`config.mk`:
```
export PLATFORM = sky130hd
export DESIGN_NAME = ing_pkt_fifo_flat
export DESIGN_NICKNAME = d
export VERILOG_FILES = /design/src/source/ing_cfg_pkg.sv /design/src/source/ing_types_pkg.sv /design/src/source/ing_axis_if.sv /design/src/source/ing_pkt_fifo.sv /design/src/flat_wrapper.sv
export SDC_FILE = /design/constraint.sdc
export NUM_CORES = 2
export LEC_CHECK = 0
export ABC_CLOCK_PERIOD_IN_PS = 14360
export BUFFER_PORTS_ARGS = -buffer_cell sky130_fd_sc_hd__clkbuf_2
export CORE_UTILIZATION = 45
export DETAILED_ROUTE_END_ITERATION = 8
export HOLD_SLACK_MARGIN = 0.03
export PLACE_DENSITY = 0.6
export REMOVE_ABC_BUFFERS = 1
export SLEW_MARGIN = 10
export SYNTH_ARGS = -nofsm -noshare
export SYNTH_HDL_FRONTEND = slang
export SYNTH_SLANG_ARGS = --single-unit
```
`constraint.sdc`:
```
create_clock -name ing_bus -period 14.36 [get_ports ing_bus]
set_input_delay 2.872 -clock ing_bus [delete_from_list [all_inputs] [get_ports ing_bus]]
set_output_delay 2.872 -clock ing_bus [all_outputs]
set_load 0.05 [all_outputs]
```
`src/source/ing_cfg_pkg.sv`:
```
//////////////////////////////
// FIFO_DEPTH must be a power of two
// MAX_PKT_WORDS bounds every accepted packet
//////////////////////////////
package ing_cfg_pkg;

    localparam int NUM_PORTS     = 3;
    localparam int IN_BYTES      = 4;
    localparam int BUS_BYTES     = 8;
    localparam int FIFO_DEPTH    = 32;
    localparam int MAX_PKT_WORDS = 8;
    localparam int CNT_WIDTH     = 16;
    localparam int PORT_W        = 2;

    // Derived FIFO widths, free count must reach FIFO_DEPTH itself
    localparam int PTR_W  = $clog2(FIFO_DEPTH);
    localparam int FREE_W = $clog2(FIFO_DEPTH + 1);

endpackage

```
`src/source/ing_types_pkg.sv`:
```
//////////////////////////////
// Bus word is exactly two input beats wide
//////////////////////////////
package ing_types_pkg;

    // One word of the internal bus
    typedef struct packed {
        logic [ing_cfg_pkg::BUS_BYTES*8-1:0] data;
        logic [ing_cfg_pkg::BUS_BYTES-1:0]   keep;
        logic                                last;
    } bus_word_t;

    // Source port number carried in tuser
    typedef logic [ing_cfg_pkg::PORT_W-1:0] port_idx_t;

endpackage

```
`src/source/ing_axis_if.sv`:
```
//////////////////////////////
// No clock inside, users clock it
//////////////////////////////
`timescale 1ns/1ps

interface ing_axis_if;

    import ing_types_pkg::*;

    bus_word_t word;
    logic      valid;
    logic      ready;

    modport src (
        output word,
        output valid,
        input  ready
    );

    modport snk (
        input  word,
        input  valid,
        output ready
    );

endinterface

```
`src/source/ing_pkt_fifo.sv`:
```
//////////////////////////////
// Show-ahead output, a write shows one cycle later
//////////////////////////////
`timescale 1ns/1ps

module ing_pkt_fifo (
    input  logic                           ing_bus,
    input  logic                           rst_n,
    ing_axis_if.snk                        wr,
    ing_axis_if.src                        rd,
    output logic [ing_cfg_pkg::FREE_W-1:0] free_words
);

    import ing_cfg_pkg::*;
    import ing_types_pkg::*;

    bus_word_t         mem [FIFO_DEPTH];
    logic [PTR_W-1:0]  wr_ptr;
    logic [PTR_W-1:0]  rd_ptr;
    logic [FREE_W-1:0] count;
    logic              do_wr;
    logic              do_rd;

    assign wr.ready   = (count != FREE_W'(FIFO_DEPTH));
    assign do_wr      = wr.valid && wr.ready;
    assign rd.valid   = (count != '0);
    assign do_rd      = rd.valid && rd.ready;
    assign rd.word    = mem[rd_ptr];
    assign free_words = FREE_W'(FIFO_DEPTH) - count;

    always_ff @(posedge ing_bus) begin
        if (do_wr) begin
            mem[wr_ptr] <= wr.word;
        end
    end

    // Pointers wrap on their own width
    always_ff @(posedge ing_bus or negedge rst_n) begin
        if (!rst_n) begin
            wr_ptr <= '0;
            rd_ptr <= '0;
            count  <= '0;
        end else begin
            if (do_wr) begin
                wr_ptr <= wr_ptr + 1'b1;
            end
            if (do_rd) begin
                rd_ptr <= rd_ptr + 1'b1;
            end
            case ({do_wr, do_rd})
                2'b10:   count <= count + 1'b1;
                2'b01:   count <= count - 1'b1;
                default: count <= count;
            endcase
        end
    end

endmodule

```
`src/flat_wrapper.sv`:
```
// flat-port wrapper written by rule: the top's interface ports become plain ports
module ing_pkt_fifo_flat import ing_cfg_pkg::*; import ing_types_pkg::*;
  (ing_bus, rst_n, free_words, wr_word, wr_valid, wr_ready, rd_word, rd_valid, rd_ready);
  ing_axis_if wr_i ();
  ing_axis_if rd_i ();
  input  logic ing_bus;
  input  logic rst_n;
  output logic [ing_cfg_pkg::FREE_W-1:0] free_words;
  input wire logic [$bits(wr_i.word)-1:0] wr_word;
  input wire logic [$bits(wr_i.valid)-1:0] wr_valid;
  output wire logic [$bits(wr_i.ready)-1:0] wr_ready;
  output wire logic [$bits(rd_i.word)-1:0] rd_word;
  output wire logic [$bits(rd_i.valid)-1:0] rd_valid;
  input wire logic [$bits(rd_i.ready)-1:0] rd_ready;
  assign wr_i.word = wr_word;
  assign wr_i.valid = wr_valid;
  assign wr_ready = wr_i.ready;
  assign rd_word = rd_i.word;
  assign rd_valid = rd_i.valid;
  assign rd_i.ready = rd_ready;
  ing_pkt_fifo u_core (.ing_bus(ing_bus), .rst_n(rst_n), .wr(wr_i), .rd(rd_i), .free_words(free_words));
endmodule
```
==> metrics.txt <==
Warnings, synthesis=0; Post-CTS Setup Inserts=0; CP max stage delay=0.87 ns; number of cell rows=163; f_max=0.111 GHz; Horiz. Die Dim=448 um; clk_lat worst skew=0.86 ns; Detailed Place HPWL=113000 um; count of cell types in the netlist=between 50 and 60; drt total wl=232000 um; synth-to-layout area growth=12.4%; RSZ-0062 raised after global routing=no; Final Setup Violations=0; Die ar.=around 200000 sq um; flops & latches, synth=2352; non-filler instance count after layout=7117; outcome=complete, no violations; crit share post-route=62.7%; total global routing overflow=0; critical path type=reg -> out; largest cells by area after synthesis=edfxtp_1 78%, mux4_2 11%, mux2i_1 2.4%; input/output buffers=157; Clk Tree Root Cell=clkbuf_16; dominant synthesized flop cell=edfxtp_1; total CTS buffers=232; Mapped Area=89600 sq um; total leakage power=0.0319 uW; DRT iter0 DRCs=5010; critical-path cell with the highest stage delay=buf_4; DP Area=around 93000 sq um; Max transition margin=16.1%; clk sinks=2352; Worst Max-Slew Pin Slew=1.26 ns; Max Root-Sink Buffers=3; initial antenna violation count=18; first drt pass iteration count=5; critical-path cell list=buf_4 -> buf_4 -> buf_4 -> mux4_2 -> o22a_1 -> nor2_1 -> nor4_1 -> clkbuf_2; worst-path maximum fanout=53; max cap viols=0; Reg clk slew, reported paths=around 0.060 ns; vias post-DR=43300; Fin Hold WS=0.583 ns; crit path capture type=primary output; Hold WC Path Type=reg -> reg; Seq/Total Area, Yosys=between 70% and 80%; Yosys top cell area share=between 70% and 80%; first-pass GRT wire length=between 300000 and 400000 um; H-tree levels=4; cell taking the most area after synthesis=edfxtp_1; Final #Nets=4373; Die Span Y=between 400 and 500 um; final worst path period need=9.01 ns; fraction of layout instances using a drive strength above 1=a little over a quarter; DR WL/cell=around 33 um; setup slack, reg-to-reg=roughly 9 ns; met1 GRT Util=31.4%; vias in the first global route=43500; skew final=0.0339 ns; Slew Limit Fails=0; grt met2 use=between 30% and 40%; register area=slightly above 70000 sq um; Avg Cell Area, Syn=~22 sq um; Starting Density=a little under half; DRC=0; drt via density=6.08; WP data required=11.49 ns; gr usage total=23.2%; Antenna Nets Post-Route=0; final hold viol count=0; Worst path most repeated cell=buf_4; core footprint=198000 sq um; pwr dens=202 nW/um^2; finished layout cell area=101000 sq um; post-CTS sizing=0; I/O Pins=158; VDD IR max=0.198 mV; area taken by multi-input logic gates=17900 sq um; worst path bufs/invs=4; maximum number of pins on one net before global-route repair=125; filler cell count=about 15000; Worst setup SP type=flip-flop; GRT busiest layer=met2; critical path data arrival time=6.14 ns; GR Layer Usage met3=4.41%; Post-synth EDFFs=2336; Async SR Flop Fraction=0.680%; CTS tree=built; GP Congestion=~0.73; Post-Synthesis Cells=4010; CP top delay family=buffers and inverters; Cells after DPL=6690; Post-CTS Hold Fix Bufs=0
per-layer routing:
metal | share of wire [%] | wire length (um) | up-vias
met1 | 40 | 93100 | 23400
li1 | - | - | 17600
met3 | 7.4 | 17200 | 349
met4 | 2.7 | 6220 | 12
met5 | 0.033 | 76 | -
met2 | 50 | 116000 | 1798
flip-flops by register name, summed over array words and instances (netlist names):
signal / flops
u_core.wr_ptr: 5
u_core.count: 6
u_core.rd_ptr: 5
u_core.mem: 2336
placed cells by master (no fill, tap or decap), types with 3 or more instances in the layout:
cell / instances
nor2_4: 33
bufinv_16: 14
inv_1: 9
clkbuf_2: 157
clkbuf_16: 239
nor4_1: 15
xnor2_1: 12
dfrtp_1: 11
a22oi_1: 157
or3b_2: 3
nand3b_1: 4
clkinv_2: 39
a21oi_1: 46
a221o_1: 46
diode_2: 6
o22a_1: 27
nor4bb_4: 3
nor4_2: 13
edfxtp_1: 2336
o22ai_1: 117
inv_6: 5
mux2_2: 95
nand2_1: 70
clkbuf_1: 62
clkinv_1: 56
nand4_1: 4
buf_4: 102
nor2_1: 31
clkinv_8: 3
buf_12: 6
dfrtp_4: 4
mux2i_1: 216
o21ai_0: 8
a211oi_1: 46
ha_1: 11
mux4_2: 429
stage by stage:
step | total power (uW) | TNS (ns) | setup slack (ns) | utilization [%]
after floorplan | 14600 | -568.02 | -8.24 | -
after global placement | 14700 | 0 | 6.10 | 47.3
after detailed placement | 14800 | 0 | 6.11 | 47.3
after CTS | 20500 | 0 | 5.17 | 50.9
after global routing | 21000 | 0 | 5.11 | 50.9
final | 20300 | 0 | 5.35 | 50.9
synth_stat cells (4+ instances only):
master,n
buf_4,29
nor4bb_1,4
nor4_2,12
dfrtp_1,16
o21ai_0,8
mux4_2,429
buf_8,5
a211oi_1,47
o22ai_1,117
mux2_2,95
mux2i_1,216
o22a_1,27
xnor2_1,12
nand3b_1,4
nand4_1,4
nand2_1,71
nor4_1,16
buf_2,88
buf_6,44
nor2_1,64
inv_1,9
a22oi_1,157
buf_1,10
clkbuf_1,44
ha_1,11
a21oi_1,46
edfxtp_1,2336
a221o_1,46
logic make-up (layout without fill, tap and decap cells):
kind of cell	Yosys count	in the layout	share of synthesized area (%)
other	0	6	0
AND/OR/NAND/NOR	203	203	1.23
multiplexers	740	740	14.4
adder cells (fa/ha/maj)	12	12	0.176
flip-flops	2352	2352	78.7
buffers and inverters	234	695	1.67
XOR/XNOR	14	14	0.137
AO/OA/AOI/OAI	455	455	3.67
path summary, 6_finish.rpt:
| path | from | to | cells past startpoint |
|---|---|---|---|
| min reg2reg | u_core.count[1] | u_core.count[1] | 2 |
| max reg2reg | u_core.count[0] | u_core.mem[3][69] | 8 |
| min in group asynchronous | rst_n | u_core.count[5] | 1 |
| min | u_core.count[1] | u_core.count[1] | 2 |
| max in group asynchronous | rst_n | u_core.rd_ptr[0] | 1 |
| max | u_core.rd_ptr[1] | rd_word[46] | 8 |
tightest hold or removal path, cell delays in order (launching register included):
cell and delay (ns):
dfrtp_1 0.42, nand2_1 0.06, o21ai_0 0.07
cell type report:
class                   count  area share [%]
well taps                2640            3.28
flip-flops and latches   2352            70.1
multi-input cells        1424            17.8
diodes                      6          0.0149
inverters                   9          0.0336
clock buffers             301            6.17
clock inverters           120           0.957
repair buffers            265            1.66
report_power, final:
group / switching, uW / internal (uW)
Combinational: 4100 / 2200
Clock: 2520 / 3280
Sequential: 232 / 8020
Note: power is estimated with default switching activity, not from simulation.
