`src/source/ing_cfg_pkg.sv`:
```
//////////////////////////////
// FIFO_DEPTH must be a power of two
// MAX_PKT_WORDS bounds every accepted packet
//////////////////////////////
package ing_cfg_pkg;

    localparam int NUM_PORTS     = 3;
    localparam int IN_BYTES      = 4;
    localparam int BUS_BYTES     = 8;
    localparam int FIFO_DEPTH    = 32;
    localparam int MAX_PKT_WORDS = 8;
    localparam int CNT_WIDTH     = 16;
    localparam int PORT_W        = 2;

    // Derived FIFO widths, free count must reach FIFO_DEPTH itself
    localparam int PTR_W  = $clog2(FIFO_DEPTH);
    localparam int FREE_W = $clog2(FIFO_DEPTH + 1);

endpackage

```
`src/source/ing_types_pkg.sv`:
```
//////////////////////////////
// Bus word is exactly two input beats wide
//////////////////////////////
package ing_types_pkg;

    // One word of the internal bus
    typedef struct packed {
        logic [ing_cfg_pkg::BUS_BYTES*8-1:0] data;
        logic [ing_cfg_pkg::BUS_BYTES-1:0]   keep;
        logic                                last;
    } bus_word_t;

    // Source port number carried in tuser
    typedef logic [ing_cfg_pkg::PORT_W-1:0] port_idx_t;

endpackage

```
`src/source/ing_axis_if.sv`:
```
//////////////////////////////
// No clock inside, users clock it
//////////////////////////////
`timescale 1ns/1ps

interface ing_axis_if;

    import ing_types_pkg::*;

    bus_word_t word;
    logic      valid;
    logic      ready;

    modport src (
        output word,
        output valid,
        input  ready
    );

    modport snk (
        input  word,
        input  valid,
        output ready
    );

endinterface

```
`src/source/ing_port_adapt.sv`:
```
//////////////////////////////
// Input cannot stall, so a packet is written whole or not at all
// Packets longer than MAX_PKT_WORDS words can overflow the FIFO
//////////////////////////////
`timescale 1ns/1ps

module ing_port_adapt (
    input  logic                                ing_bus,
    input  logic                                rst_n,
    input  logic [ing_cfg_pkg::IN_BYTES*8-1:0]  in_tdata,
    input  logic [ing_cfg_pkg::IN_BYTES-1:0]    in_tkeep,
    input  logic                                in_tlast,
    input  logic                                in_tvalid,
    input  logic                                port_enable,
    input  logic                                cnt_clear,
    input  logic [ing_cfg_pkg::FREE_W-1:0]      free_words,
    ing_axis_if.src                             out,
    output logic [ing_cfg_pkg::CNT_WIDTH-1:0]   pkt_cnt,
    output logic [ing_cfg_pkg::CNT_WIDTH-1:0]   drop_cnt,
    output logic                                buf_full_drop
);

    import ing_cfg_pkg::*;

    typedef enum logic [1:0] {
        S_IDLE,
        S_ACCEPT,
        S_DISCARD
    } state_t;

    state_t                state;
    logic                  first_beat;
    logic                  room_ok;
    logic                  accept_beat;
    logic                  drop_start;
    logic                  half_valid;
    logic [IN_BYTES*8-1:0] low_data;
    logic [IN_BYTES-1:0]   low_keep;

    //////////////////////////////
    // Packet decision
    //////////////////////////////

    assign first_beat = in_tvalid && (state == S_IDLE);

    // A word written this cycle is not yet in free_words
    assign room_ok = free_words >= FREE_W'(MAX_PKT_WORDS) + FREE_W'(out.valid);

    assign accept_beat = first_beat ? (port_enable && room_ok)
                                    : (in_tvalid && (state == S_ACCEPT));
    assign drop_start  = first_beat && port_enable && !room_ok;

    always_ff @(posedge ing_bus or negedge rst_n) begin
        if (!rst_n) begin
            state <= S_IDLE;
        end else if (in_tvalid) begin
            if (in_tlast) begin
                state <= S_IDLE;
            end else if (first_beat) begin
                state <= accept_beat ? S_ACCEPT : S_DISCARD;
            end
        end
    end

    //////////////////////////////
    // Beat packing
    //////////////////////////////

    always_ff @(posedge ing_bus or negedge rst_n) begin
        if (!rst_n) begin
            half_valid <= 1'b0;
            out.valid  <= 1'b0;
        end else begin
            // Word goes out on the upper beat or on a lone last beat
            out.valid <= accept_beat && (half_valid || in_tlast);
            if (accept_beat) begin
                half_valid <= !half_valid && !in_tlast;
            end
        end
    end

    always_ff @(posedge ing_bus) begin
        if (accept_beat) begin
            if (half_valid) begin
                out.word.data <= {in_tdata, low_data};
                out.word.keep <= {in_tkeep, low_keep};
            end else begin
                low_data      <= in_tdata;
                low_keep      <= in_tkeep;
                // Odd packet end, upper half empty
                out.word.data <= {{(IN_BYTES*8){1'b0}}, in_tdata};
                out.word.keep <= {{IN_BYTES{1'b0}}, in_tkeep};
            end
            out.word.last <= in_tlast;
        end
    end

    //////////////////////////////
    // Counters
    //////////////////////////////

    always_ff @(posedge ing_bus or negedge rst_n) begin
        if (!rst_n) begin
            pkt_cnt       <= '0;
            drop_cnt      <= '0;
            buf_full_drop <= 1'b0;
        end else begin
            buf_full_drop <= drop_start;
            if (cnt_clear) begin
                pkt_cnt  <= '0;
                drop_cnt <= '0;
            end else begin
                if (accept_beat && in_tlast) begin
                    pkt_cnt <= pkt_cnt + 1'b1;
                end
                if (drop_start) begin
                    drop_cnt <= drop_cnt + 1'b1;
                end
            end
        end
    end

endmodule

```
`src/flat_wrapper.sv`:
```
// flat-port wrapper written by rule: the top's interface ports become plain ports
module ing_port_adapt_flat import ing_cfg_pkg::*;
  (ing_bus, rst_n, in_tdata, in_tkeep, in_tlast, in_tvalid, port_enable, cnt_clear, free_words, pkt_cnt, drop_cnt, buf_full_drop, out_word, out_valid, out_ready);
  ing_axis_if out_i ();
  input  logic ing_bus;
  input  logic rst_n;
  input  logic [ing_cfg_pkg::IN_BYTES*8-1:0] in_tdata;
  input  logic [ing_cfg_pkg::IN_BYTES-1:0] in_tkeep;
  input  logic in_tlast;
  input  logic in_tvalid;
  input  logic port_enable;
  input  logic cnt_clear;
  input  logic [ing_cfg_pkg::FREE_W-1:0] free_words;
  output logic [ing_cfg_pkg::CNT_WIDTH-1:0] pkt_cnt;
  output logic [ing_cfg_pkg::CNT_WIDTH-1:0] drop_cnt;
  output logic buf_full_drop;
  output wire logic [$bits(out_i.word)-1:0] out_word;
  output wire logic [$bits(out_i.valid)-1:0] out_valid;
  input wire logic [$bits(out_i.ready)-1:0] out_ready;
  assign out_word = out_i.word;
  assign out_valid = out_i.valid;
  assign out_i.ready = out_ready;
  ing_port_adapt u_core (.ing_bus(ing_bus), .rst_n(rst_n), .in_tdata(in_tdata), .in_tkeep(in_tkeep), .in_tlast(in_tlast), .in_tvalid(in_tvalid), .port_enable(port_enable), .cnt_clear(cnt_clear), .free_words(free_words), .out(out_i), .pkt_cnt(pkt_cnt), .drop_cnt(drop_cnt), .buf_full_drop(buf_full_drop));
endmodule
```
`config.mk`:
```
export PLATFORM = sky130hd
export DESIGN_NAME = ing_port_adapt_flat
export DESIGN_NICKNAME = d
export VERILOG_FILES = /design/src/source/ing_cfg_pkg.sv /design/src/source/ing_types_pkg.sv /design/src/source/ing_axis_if.sv /design/src/source/ing_port_adapt.sv /design/src/flat_wrapper.sv
export SDC_FILE = /design/constraint.sdc
export NUM_CORES = 1
export LEC_CHECK = 0
export ABC_AREA = 1
export BUFFER_PORTS_ARGS = -buffer_cell sky130_fd_sc_hd__clkbuf_2
export CAP_MARGIN = 20
export CORE_MARGIN = 2
export CORE_UTILIZATION = 40
export CTS_CLUSTER_SIZE = 16
export DETAILED_ROUTE_END_ITERATION = 12
export MAX_ROUTING_LAYER = met4
export PLACE_DENSITY = 0.72
export SETUP_SLACK_MARGIN = 0.4
export SLEW_MARGIN = 20
export SYNTH_ARGS = -nofsm -noshare
export SYNTH_HDL_FRONTEND = slang
export SYNTH_SLANG_ARGS = --single-unit
```
`constraint.sdc`:
```
create_clock -name ing_bus -period 8.9 [get_ports ing_bus]
set_input_delay 0.89 -clock ing_bus [delete_from_list [all_inputs] [get_ports ing_bus]]
set_output_delay 0.89 -clock ing_bus [all_outputs]
set_load 0.02 [all_outputs]
```
==> results.txt, run 1 <==
----------------------------------------------------
[Outcome]
  Run status ... finished, final reports clean

[Timing]
  Number of hold-slack violations in the final timing report ... 0
  Unrepaired setup endpoints after global routing ... no
  Slew Limit Headroom ... a little under two fifths
  Actual transition at the worst max-transition pin ... approximately 930 ps
  Setup violation total in the final timing report ... 0
  Ratio of final minimum period to clock period ... a little over a quarter
  Worst clock skew on the final layout ... 5.75 ps
  Final worst setup slack ... approximately 6500 ps
  Final slew viol count ... 0
  Total Negative Setup Slacks ... 0 ps
  Max Clock Freq ... 0.412 GHz
  Time the worst path needs with I/O delays and setup ... roughly 2400 ps

[CTS]
  Number of resized instances in the post-cts repair step ... 0
  Number of CTS-inserted buffers ... 17
  Clock transition time at the flip-flop clock pins of the worst setup and hold paths ... approximately 60 ps
  Clock tree from TritonCTS ... yes
  Maximum count of clock buffers along a single path ... 2
  Clock latency reported for the late side of the worst-skew pair ... 410 ps
  CTS Sinks ... approximately 150
  Hold_buf cts ... 0
  Post-CTS setup repair buffer count ... 0
  H-tree levels ... 4
  Root buffer selected by CTS ... sky130_fd_sc_hd__clkbuf_16

[Synthesis]
  Top area cells in the synthesized netlist ... sky130_fd_sc_hd__edfxtp_1 (51%), sky130_fd_sc_hd__dfrtp_1 (15%), sky130_fd_sc_hd__nand2_1 (14%)
  #FFs+latches synth ... between 100 and 150
  Cell Area, Synth ... 6380 um^2
  Post-synth top area cell ... sky130_fd_sc_hd__edfxtp_1
  Mean post-synth cell area ... roughly 10 um^2
  Gate count after technology mapping ... between 600 and 700
  Count of warnings emitted by yosys ... 0
  Register area share after synthesis ... roughly two thirds
  Cell variety after synth ... 31
  Yosys top cell area share ... between 50% and 60%
  Post-synthesis net count ... around 690

[Detailed routing]
  DR WL/cell ... approximately 13 um
  TritonRoute pass-1 iters ... 4
  Post-route ant nets ... 0
  Remaining design rule violation count ... 0
  Via count ... approximately 4700
  Total routed wirelength ... roughly 13 mm
  Routed vias/inst ... about 4.6
  Violation count after the first detailed-routing iteration ... 215

[Global routing]
  Wire length of the first global-routing pass ... 21.0 mm
  Number of global-route vias before repair ... 4283
  Pin count of the biggest net entering global routing ... 87
  Aggregate global routing overflow ... 0
  Overall routing resource usage ... 16.6%
  Antenna violations before repair ... 2

[Placed design]
  Detail Placement HPWL ... approximately 9.0 mm
  Placed cell areas ... roughly 7400 um^2
  Global placer's final weighted congestion ... about 0.86
  Total of buffers placed on input and output ports ... around 150
  Pre-CTS setup slack ... approximately 5600 ps

[Critical path]
  Arrival time at the worst endpoint ... 2730 ps
  CP endpoint kind ... flip-flop
  Longest individual stage delay on the worst path ... between 300 and 400 ps
  Critical path startpoint category ... primary input
  Maximum fanout encountered on the critical timing path ... 86
  Flop2flop setup slack ... approximately 6700 ps
  Crit path cell chain ... clkbuf_2 -> inv_1 -> ha_1 -> nor2_1 -> nand2_1 -> nand2_1 -> nand2_2 -> nand2_4 -> nand2_8 -> nand2_4 -> nand2_4 -> nand2_1 -> nand2_1
  Slowest library cell on the worst path ... sky130_fd_sc_hd__nand2_4
  Required time of the critical path ... around 9200 ps
  Cell repeated most along the worst path ... sky130_fd_sc_hd__nand2_1
  Kind of critical path ... primary input to flip-flop

[Worst hold path]
  Min-delay worst type ... flip-flop to flip-flop

[Power]
  Areal power density over the cells ... roughly 240 nW/um^2
  Final Total Pwr ... a little under 2000 uW
  Pleak ... between 0.003 and 0.004 uW
  Peak supply drop ... 128 uV

[Cells and area]
  Final core occ ... 50.6%
  Final #Nets ... 846
  Post-route cell area ... between 7000 and 8000 um^2
  Fraction of final layout cells sized beyond drive strength 1 ... 26.5%
  P&R area growth vs syn ... 24.5%

[Floorplan]
  Top Ports ... ~160
  Die outline area ... 17000 um^2
  CORE AREA ... around 16000 um^2
  DIE WIDTH ... roughly 130 um
  Std cell rows ... 46
  Initial Util ... between 40% and 50%
  Die outline height ... around 130 um

[Run]
  Max Cap Viol ... 0

----------------------------------------------------
critical path, delay by kind of cell:
family / cells / cell delay, ps
AND/OR/NAND/NOR: 10 / 1470
buffers and inverters: 2 / 100
adder cells (fa/ha/maj): 1 / 260
cell families after synthesis:
logic type      after synthesis  share of synthesized area [%]
buf+inv                      88                           5.65
xor+xnor                      7                          0.961
simple gates                371                           24.8
fa+ha+maj                     3                          0.588
flops                       146                           65.8
compound gates               22                           2.16
Yosys cell counts:
cell type,instances
sky130_fd_sc_hd__nand2_1,245
sky130_fd_sc_hd__edfxtp_1,109
sky130_fd_sc_hd__inv_1,62
sky130_fd_sc_hd__nor2_1,47
sky130_fd_sc_hd__nand3_1,39
sky130_fd_sc_hd__dfrtp_1,37
sky130_fd_sc_hd__nand4_1,21
sky130_fd_sc_hd__clkbuf_1,8
sky130_fd_sc_hd__a21oi_1,6
sky130_fd_sc_hd__nand2_2,6
sky130_fd_sc_hd__xor2_1,6
sky130_fd_sc_hd__buf_1,5
sky130_fd_sc_hd__o21ai_1,5
sky130_fd_sc_hd__inv_2,4
sky130_fd_sc_hd__nand2_4,4
sky130_fd_sc_hd__nor2_4,4
sky130_fd_sc_hd__o21bai_1,4
sky130_fd_sc_hd__buf_2,3
sky130_fd_sc_hd__buf_6,3
sky130_fd_sc_hd__ha_1,3
sky130_fd_sc_hd__clkinv_1,2
sky130_fd_sc_hd__nor2_2,2
sky130_fd_sc_hd__o21ai_0,2
sky130_fd_sc_hd__o21bai_2,2
sky130_fd_sc_hd__o22ai_1,2
sky130_fd_sc_hd__buf_4,1
sky130_fd_sc_hd__nand3_2,1
sky130_fd_sc_hd__nand3b_1,1
sky130_fd_sc_hd__nor3_1,1
sky130_fd_sc_hd__o21a_1,1
sky130_fd_sc_hd__xnor2_1,1
layer usage:
metal | track usage [%] | wire [um] | vias up
met1 | 20.3 | 5840 | 2129
met2 | 26.4 | 6220 | 159
met4 | 4.43 | 93 | 0
met3 | 5.54 | 1130 | 9
li1 | - | - | 2398
met5 | - | 0 | -
cells in the final DEF (no fill, tap or decap), types with 3 or more instances in the layout:
cell / synthesis / routed
sky130_fd_sc_hd__a21oi_1: 6 / 5
sky130_fd_sc_hd__buf_4: 1 / 4
sky130_fd_sc_hd__clkbuf_16: 0 / 17
sky130_fd_sc_hd__clkbuf_2: 0 / 154
sky130_fd_sc_hd__clkinv_1: 2 / 3
sky130_fd_sc_hd__clkinvlp_4: 0 / 4
sky130_fd_sc_hd__dfrtp_1: 37 / 36
sky130_fd_sc_hd__edfxtp_1: 109 / 109
sky130_fd_sc_hd__ha_1: 3 / 3
sky130_fd_sc_hd__inv_1: 62 / 62
sky130_fd_sc_hd__inv_2: 4 / 4
sky130_fd_sc_hd__inv_6: 0 / 5
sky130_fd_sc_hd__inv_8: 0 / 3
sky130_fd_sc_hd__nand2_1: 245 / 245
sky130_fd_sc_hd__nand2_2: 6 / 6
sky130_fd_sc_hd__nand2_4: 4 / 3
sky130_fd_sc_hd__nand3_1: 39 / 39
sky130_fd_sc_hd__nand4_1: 21 / 21
sky130_fd_sc_hd__nor2_1: 47 / 47
sky130_fd_sc_hd__nor2_4: 4 / 4
sky130_fd_sc_hd__o21ai_1: 5 / 5
sky130_fd_sc_hd__o21bai_1: 4 / 4
sky130_fd_sc_hd__xor2_1: 6 / 6
sequential cells by signal, indices dropped and copies added, names as in the netlist:
register and cells:
u_core.out.word 73, u_core.low_data 32, u_core.drop_cnt 16, u_core.pkt_cnt 16, u_core.low_keep 4, u_core.state 2
u_core.buf_full_drop 1, u_core.half_valid 1, u_core.out.valid 1
path summary, 6_finish.rpt:
path / start / endpoint / cells after the start
max: free_words[0] / u_core.pkt_cnt[12] / 13
min: u_core.low_data[29] / u_core.out.word[38] / 2
max reg2reg: u_core.out.valid / u_core.pkt_cnt[12] / 11
min reg2reg: u_core.low_data[29] / u_core.out.word[38] / 2
max in group asynchronous: rst_n / u_core.half_valid / 1
min in group asynchronous: rst_n / u_core.pkt_cnt[10] / 1
report_power, final:
part | total [uW] | internal [uW] | switching (uW) | leakage (uW)
registers | 884 | 849 | 35.4 | 0.00152
logic | 353 | 96.3 | 257 | 0.00194
clock network | 685 | 393 | 292 | 0.000271
total | 1920 | 1340 | 584 | 0.00373
area by class of cell:
class / count / area, um^2
sequential: 146 / 4200
timing repair buffer: 158 / 801
clock buffer: 17 / 425
multi-input combinational: 403 / 1840
antenna: 2 / 5.00
fill: 1420 / 7770
inverter: 68 / 255
clock inverter: 15 / 146
tap: 216 / 270
through the flow:
step / instances / hold slack (ps)
after CTS: 1023 / 514
after global placement: 991 / 496
after floorplan: 637 / 491
after global routing: 1025 / 541
after detailed placement: 991 / 501
final: 1025 / 513
(Power assumes the default switching activity.)
==> inputs of run 2 (changes only) <==
--- a/config.mk
+++ b/config.mk
@@ -5,7 +5,7 @@
 export SDC_FILE = /design/constraint.sdc
 export NUM_CORES = 1
 export LEC_CHECK = 0
-export ABC_AREA = 1
+export ABC_AREA = 0
 export BUFFER_PORTS_ARGS = -buffer_cell sky130_fd_sc_hd__clkbuf_2
 export CAP_MARGIN = 20
 export CORE_MARGIN = 2
==> constraint.sdc (replaced) <==
create_clock -name ing_bus -period 2.4 [get_ports ing_bus]
set_input_delay 0.24 -clock ing_bus [delete_from_list [all_inputs] [get_ports ing_bus]]
set_output_delay 0.24 -clock ing_bus [all_outputs]
set_load 0.02 [all_outputs]
==> run 2 against run 1 <==
  * Wire length increased by 8.5%
  * Critical path depth decreased by 5
  * Largest cell class unchanged
  * Register-to-register slack got worse by 6500 ps
==> results.txt, run 2 <==
----------------------------------------------------
[Timing]
  Unrepaired setup endpoints after global routing ... yes
  Worst clock skew on the final layout ... 5.71 ps (-0.0447 ps)
  Ratio of final minimum period to clock period ... around 95%
  Max Clock Freq ... ~0.44 GHz
  Final slew viol count ... 0 (unchanged)
  Time the worst path needs with I/O delays and setup ... about 2300 ps
  Number of hold-slack violations in the final timing report ... 0 (unchanged)
  Slew Limit Headroom ... 37.1% (-0.67 points)
  Setup violation total in the final timing report ... 0 (unchanged)
  Final worst setup slack ... 121 ps (-6350 ps)
  Actual transition at the worst max-transition pin ... 943 ps (+10.1 ps)
  Hold Worst Slack ... 29.9 ps (-484 ps)

[Power]
  Pleak ... 0.00337 uW (-9.7%)
  Areal power density over the cells ... 862 nW/um^2 (+260%)
  Final Total Pwr ... 7430 uW (+290%)
  Peak supply drop ... 492 uV (+280%)

[Cells and area]
  Final core occ ... 58.9% (+8.3 points)
  P&R area growth vs syn ... 42.5%
  Most common library cell in the layout ignoring fill and taps ... sky130_fd_sc_hd__clkbuf_2
  Biggest regs ... u_core.out.word: 73 flops, u_core.low_data: 32 flops
  Leading cell types in the layout, fill and taps excluded ... sky130_fd_sc_hd__clkbuf_2 (154), sky130_fd_sc_hd__edfxtp_1 (109), sky130_fd_sc_hd__mux2_2 (39)
  Fraction of final layout cells sized beyond drive strength 1 ... 52.9% (+26 points)
  Register with the most flip-flops ... u_core.out.word
  Antenna Cells ... 0 (-2)
  Final cell count without fillers ... 802 (-22%)
  Max reg flops ... 73 (unchanged)
  Final #Nets ... 660 (-22%)

[Detailed routing]
  Total routed wirelength ... 14.4 mm (+8.5%)
  Remaining design rule violation count ... 0 (unchanged)
  DR WL/cell ... 18.0 um (+39%)
  TritonRoute pass-1 iters ... 5 (+1)
  Violation count after the first detailed-routing iteration ... 254 (+18%)
  Via count ... 4281 (-8.8%)
  Post-route ant nets ... 0 (unchanged)
  Routed vias/inst ... 5.34 (+17%)

[CTS]
  CTS Sinks ... 146 (unchanged)
  Maximum count of clock buffers along a single path ... 2 (unchanged)
  Clock transition time at the flip-flop clock pins of the worst setup and hold paths ... 60 ps (about the same)
  Clock tree from TritonCTS ... yes
  Root buffer selected by CTS ... sky130_fd_sc_hd__clkbuf_16
  Number of CTS-inserted buffers ... 17 (unchanged)
  H-tree levels ... 4 (unchanged)
  Clock latency reported for the late side of the worst-skew pair ... 410 ps (about the same)

[Global routing]
  Aggregate global routing overflow ... 0 (unchanged)
  Wire length of the first global-routing pass ... 21.4 mm (+1.6%)
  Number of global-route vias before repair ... 4081 (-4.7%)
  Antenna violations before repair ... 0 (-2)
  Pin count of the biggest net entering global routing ... 75 (-14%)
  Overall routing resource usage ... 17.6% (+1.0 points)

[Critical path]
  Slowest library cell on the worst path ... sky130_fd_sc_hd__or4b_4
  Required time of the critical path ... 2580 ps (-6630 ps)
  Arrival time at the worst endpoint ... 2460 ps (-270 ps)
  Kind of critical path ... flip-flop to flip-flop
  Longest individual stage delay on the worst path ... 510 ps (+130 ps)
  Crit path cell chain ... ha_4 -> or4b_4 -> a21boi_4 -> o21a_4 -> buf_6 -> clkinvlp_4 -> buf_6 -> clkbuf_16
  Critical path startpoint category ... flip-flop
  Cell repeated most along the worst path ... sky130_fd_sc_hd__buf_6
  Cell type group with the largest total delay on the critical path ... buffers and inverters
  Maximum fanout encountered on the critical timing path ... 4 (-95%)
  CP endpoint kind ... flip-flop
  Buffers & Inverters on Critical Path ... 4 (+2)

[Synthesis]
  XOR/XNOR share of the synthesized area ... 0.145% (-0.82 points)
  Number of enable flip-flop cells after synthesis ... 109 (unchanged)
  Async set or reset register ratio after synthesis ... 25.3% (unchanged)
  #FFs+latches synth ... 146 (unchanged)
  Yosys top cell area share ... 54.0% (+2.8 points)
  Arithmetic-cell share of the synthesized area counting full adders, half adders and majority gates ... 0.620% (+0.032 points)
  Synth cell count leaders ... sky130_fd_sc_hd__edfxtp_1 (109), sky130_fd_sc_hd__mux2_2 (40), sky130_fd_sc_hd__and2_1 (37), sky130_fd_sc_hd__dfrtp_1 (37), sky130_fd_sc_hd__a21oi_1 (19)
  Post-synthesis net count ... 457 (-34%)
  Top area cells in the synthesized netlist ... sky130_fd_sc_hd__edfxtp_1 (54%), sky130_fd_sc_hd__dfrtp_1 (15%), sky130_fd_sc_hd__mux2_2 (7.4%)
  Count of warnings emitted by yosys ... 0 (unchanged)
  Post-synthesis compound-gate area fraction ... 6.67% (+4.5 points)
  Synthesized-area fraction occupied by and/or/nand/nor cells ... 12.9% (-12 points)
  Cell variety after synth ... 42 (+35%)
  Cell Area, Synth ... 6060 um^2 (-5.1%)
  Most used flip-flop cell after synthesis ... sky130_fd_sc_hd__edfxtp_1
  Register area share after synthesis ... 69.3% (+3.5 points)
  Largest family of logic cells by synthesized area ... simple AND/OR/NAND/NOR gates
  Count leader, synth ... sky130_fd_sc_hd__edfxtp_1
  Gate count after technology mapping ... 405 (-36%)
  Post-synth top area cell ... sky130_fd_sc_hd__edfxtp_1
  Mean post-synth cell area ... 15.0 um^2 (+49%)
  Mux cell area share after synthesis ... 8.18% (+8.2 points)

[Placed design]
  Pre-CTS setup slack ... -5.97 ps (-5610 ps)
  Detail Placement HPWL ... 8.16 mm (-9.7%)
  Total of buffers placed on input and output ports ... 154 (unchanged)
  Post-Place Cells ... 734 (-26%)
  Global placer's final weighted congestion ... 0.828 (-4.0%)

[Floorplan]
  Top Ports ... 156 (unchanged)
  Initial Util ... 41.4% (+0.74 points)
  CORE AREA ... 14600 um^2 (-6.8%)
  DIE WIDTH ... 127 um (-2.5%)
  Std cell rows ... 44 (-4.3%)
  Die outline area ... 16100 um^2 (-4.9%)
  Die outline height ... 127 um (-2.5%)

[Run]
  Max Cap Viol ... 0 (unchanged)

[Worst hold path]
  Min-delay worst type ... primary input to flip-flop

[Outcome]
  Run status ... finished, final reports clean

----------------------------------------------------
run 2: routing by layer:
layer	routed length, um	track usage [%]	vias to the layer above
met5	0	-	-
met4	151	4.85	0
met3	882	5.15	18
met2	7150	28.2	166
met1	6220	22.0	2129
li1	-	-	1968
run 2: kinds of logic (layout without fill, tap and decap cells):
kind of cell,count (synthesis),in the layout
multiplexers,43,43
AND/OR/NAND/NOR,126,127
AO/OA/AOI/OAI,58,58
buffers and inverters,28,240
adder cells (fa/ha/maj),3,3
flip-flops,146,146
XOR/XNOR,1,1
run 2: area by class of cell:
type | count | area (um^2)
sequential | 146 | 4200
clock inverter | 10 | 113
inverter | 9 | 40.0
timing repair buffer | 202 | 1550
tap | 184 | 230
fill | 1123 | 6020
clock buffer | 19 | 433
multi-input combinational | 232 | 2060
run 2: path summary, 6_finish.rpt:
path                                      from                   to  slack, ps  cells past startpoint
min                               in_tdata[30]  u_core.low_data[30]         30                      1
min reg2reg                u_core.low_data[12]  u_core.out.word[21]        540                      1
max                           u_core.out.valid  u_core.out.word[26]        120                      8
max in group asynchronous                rst_n    u_core.half_valid       1240                      2
max reg2reg                   u_core.out.valid  u_core.out.word[26]        120                      8
min in group asynchronous                rst_n   u_core.drop_cnt[0]        520                      2
run 2: timing repair:
action,4_1_cts,5_1_grt
gates resized for setup,26,33
setup buffers,13,8
hold buffers,1,0
pin swaps,14,23
endpoints found under the setup margin,143,143
gates cloned,9,8
endpoints found under the hold margin,37,0
run 2: power breakdown:
part           internal [uW]  switching (uW)
clock network           1510             971
registers               3140            95.8
logic                    822             900
run 2: metrics by stage:
step	cell area [um^2]	TNS, ps
finish	8630	0
global route	8630	0
CTS	8210	0
detailed placement	7190	-156
global placement	7190	0
floorplan	6200	-44890
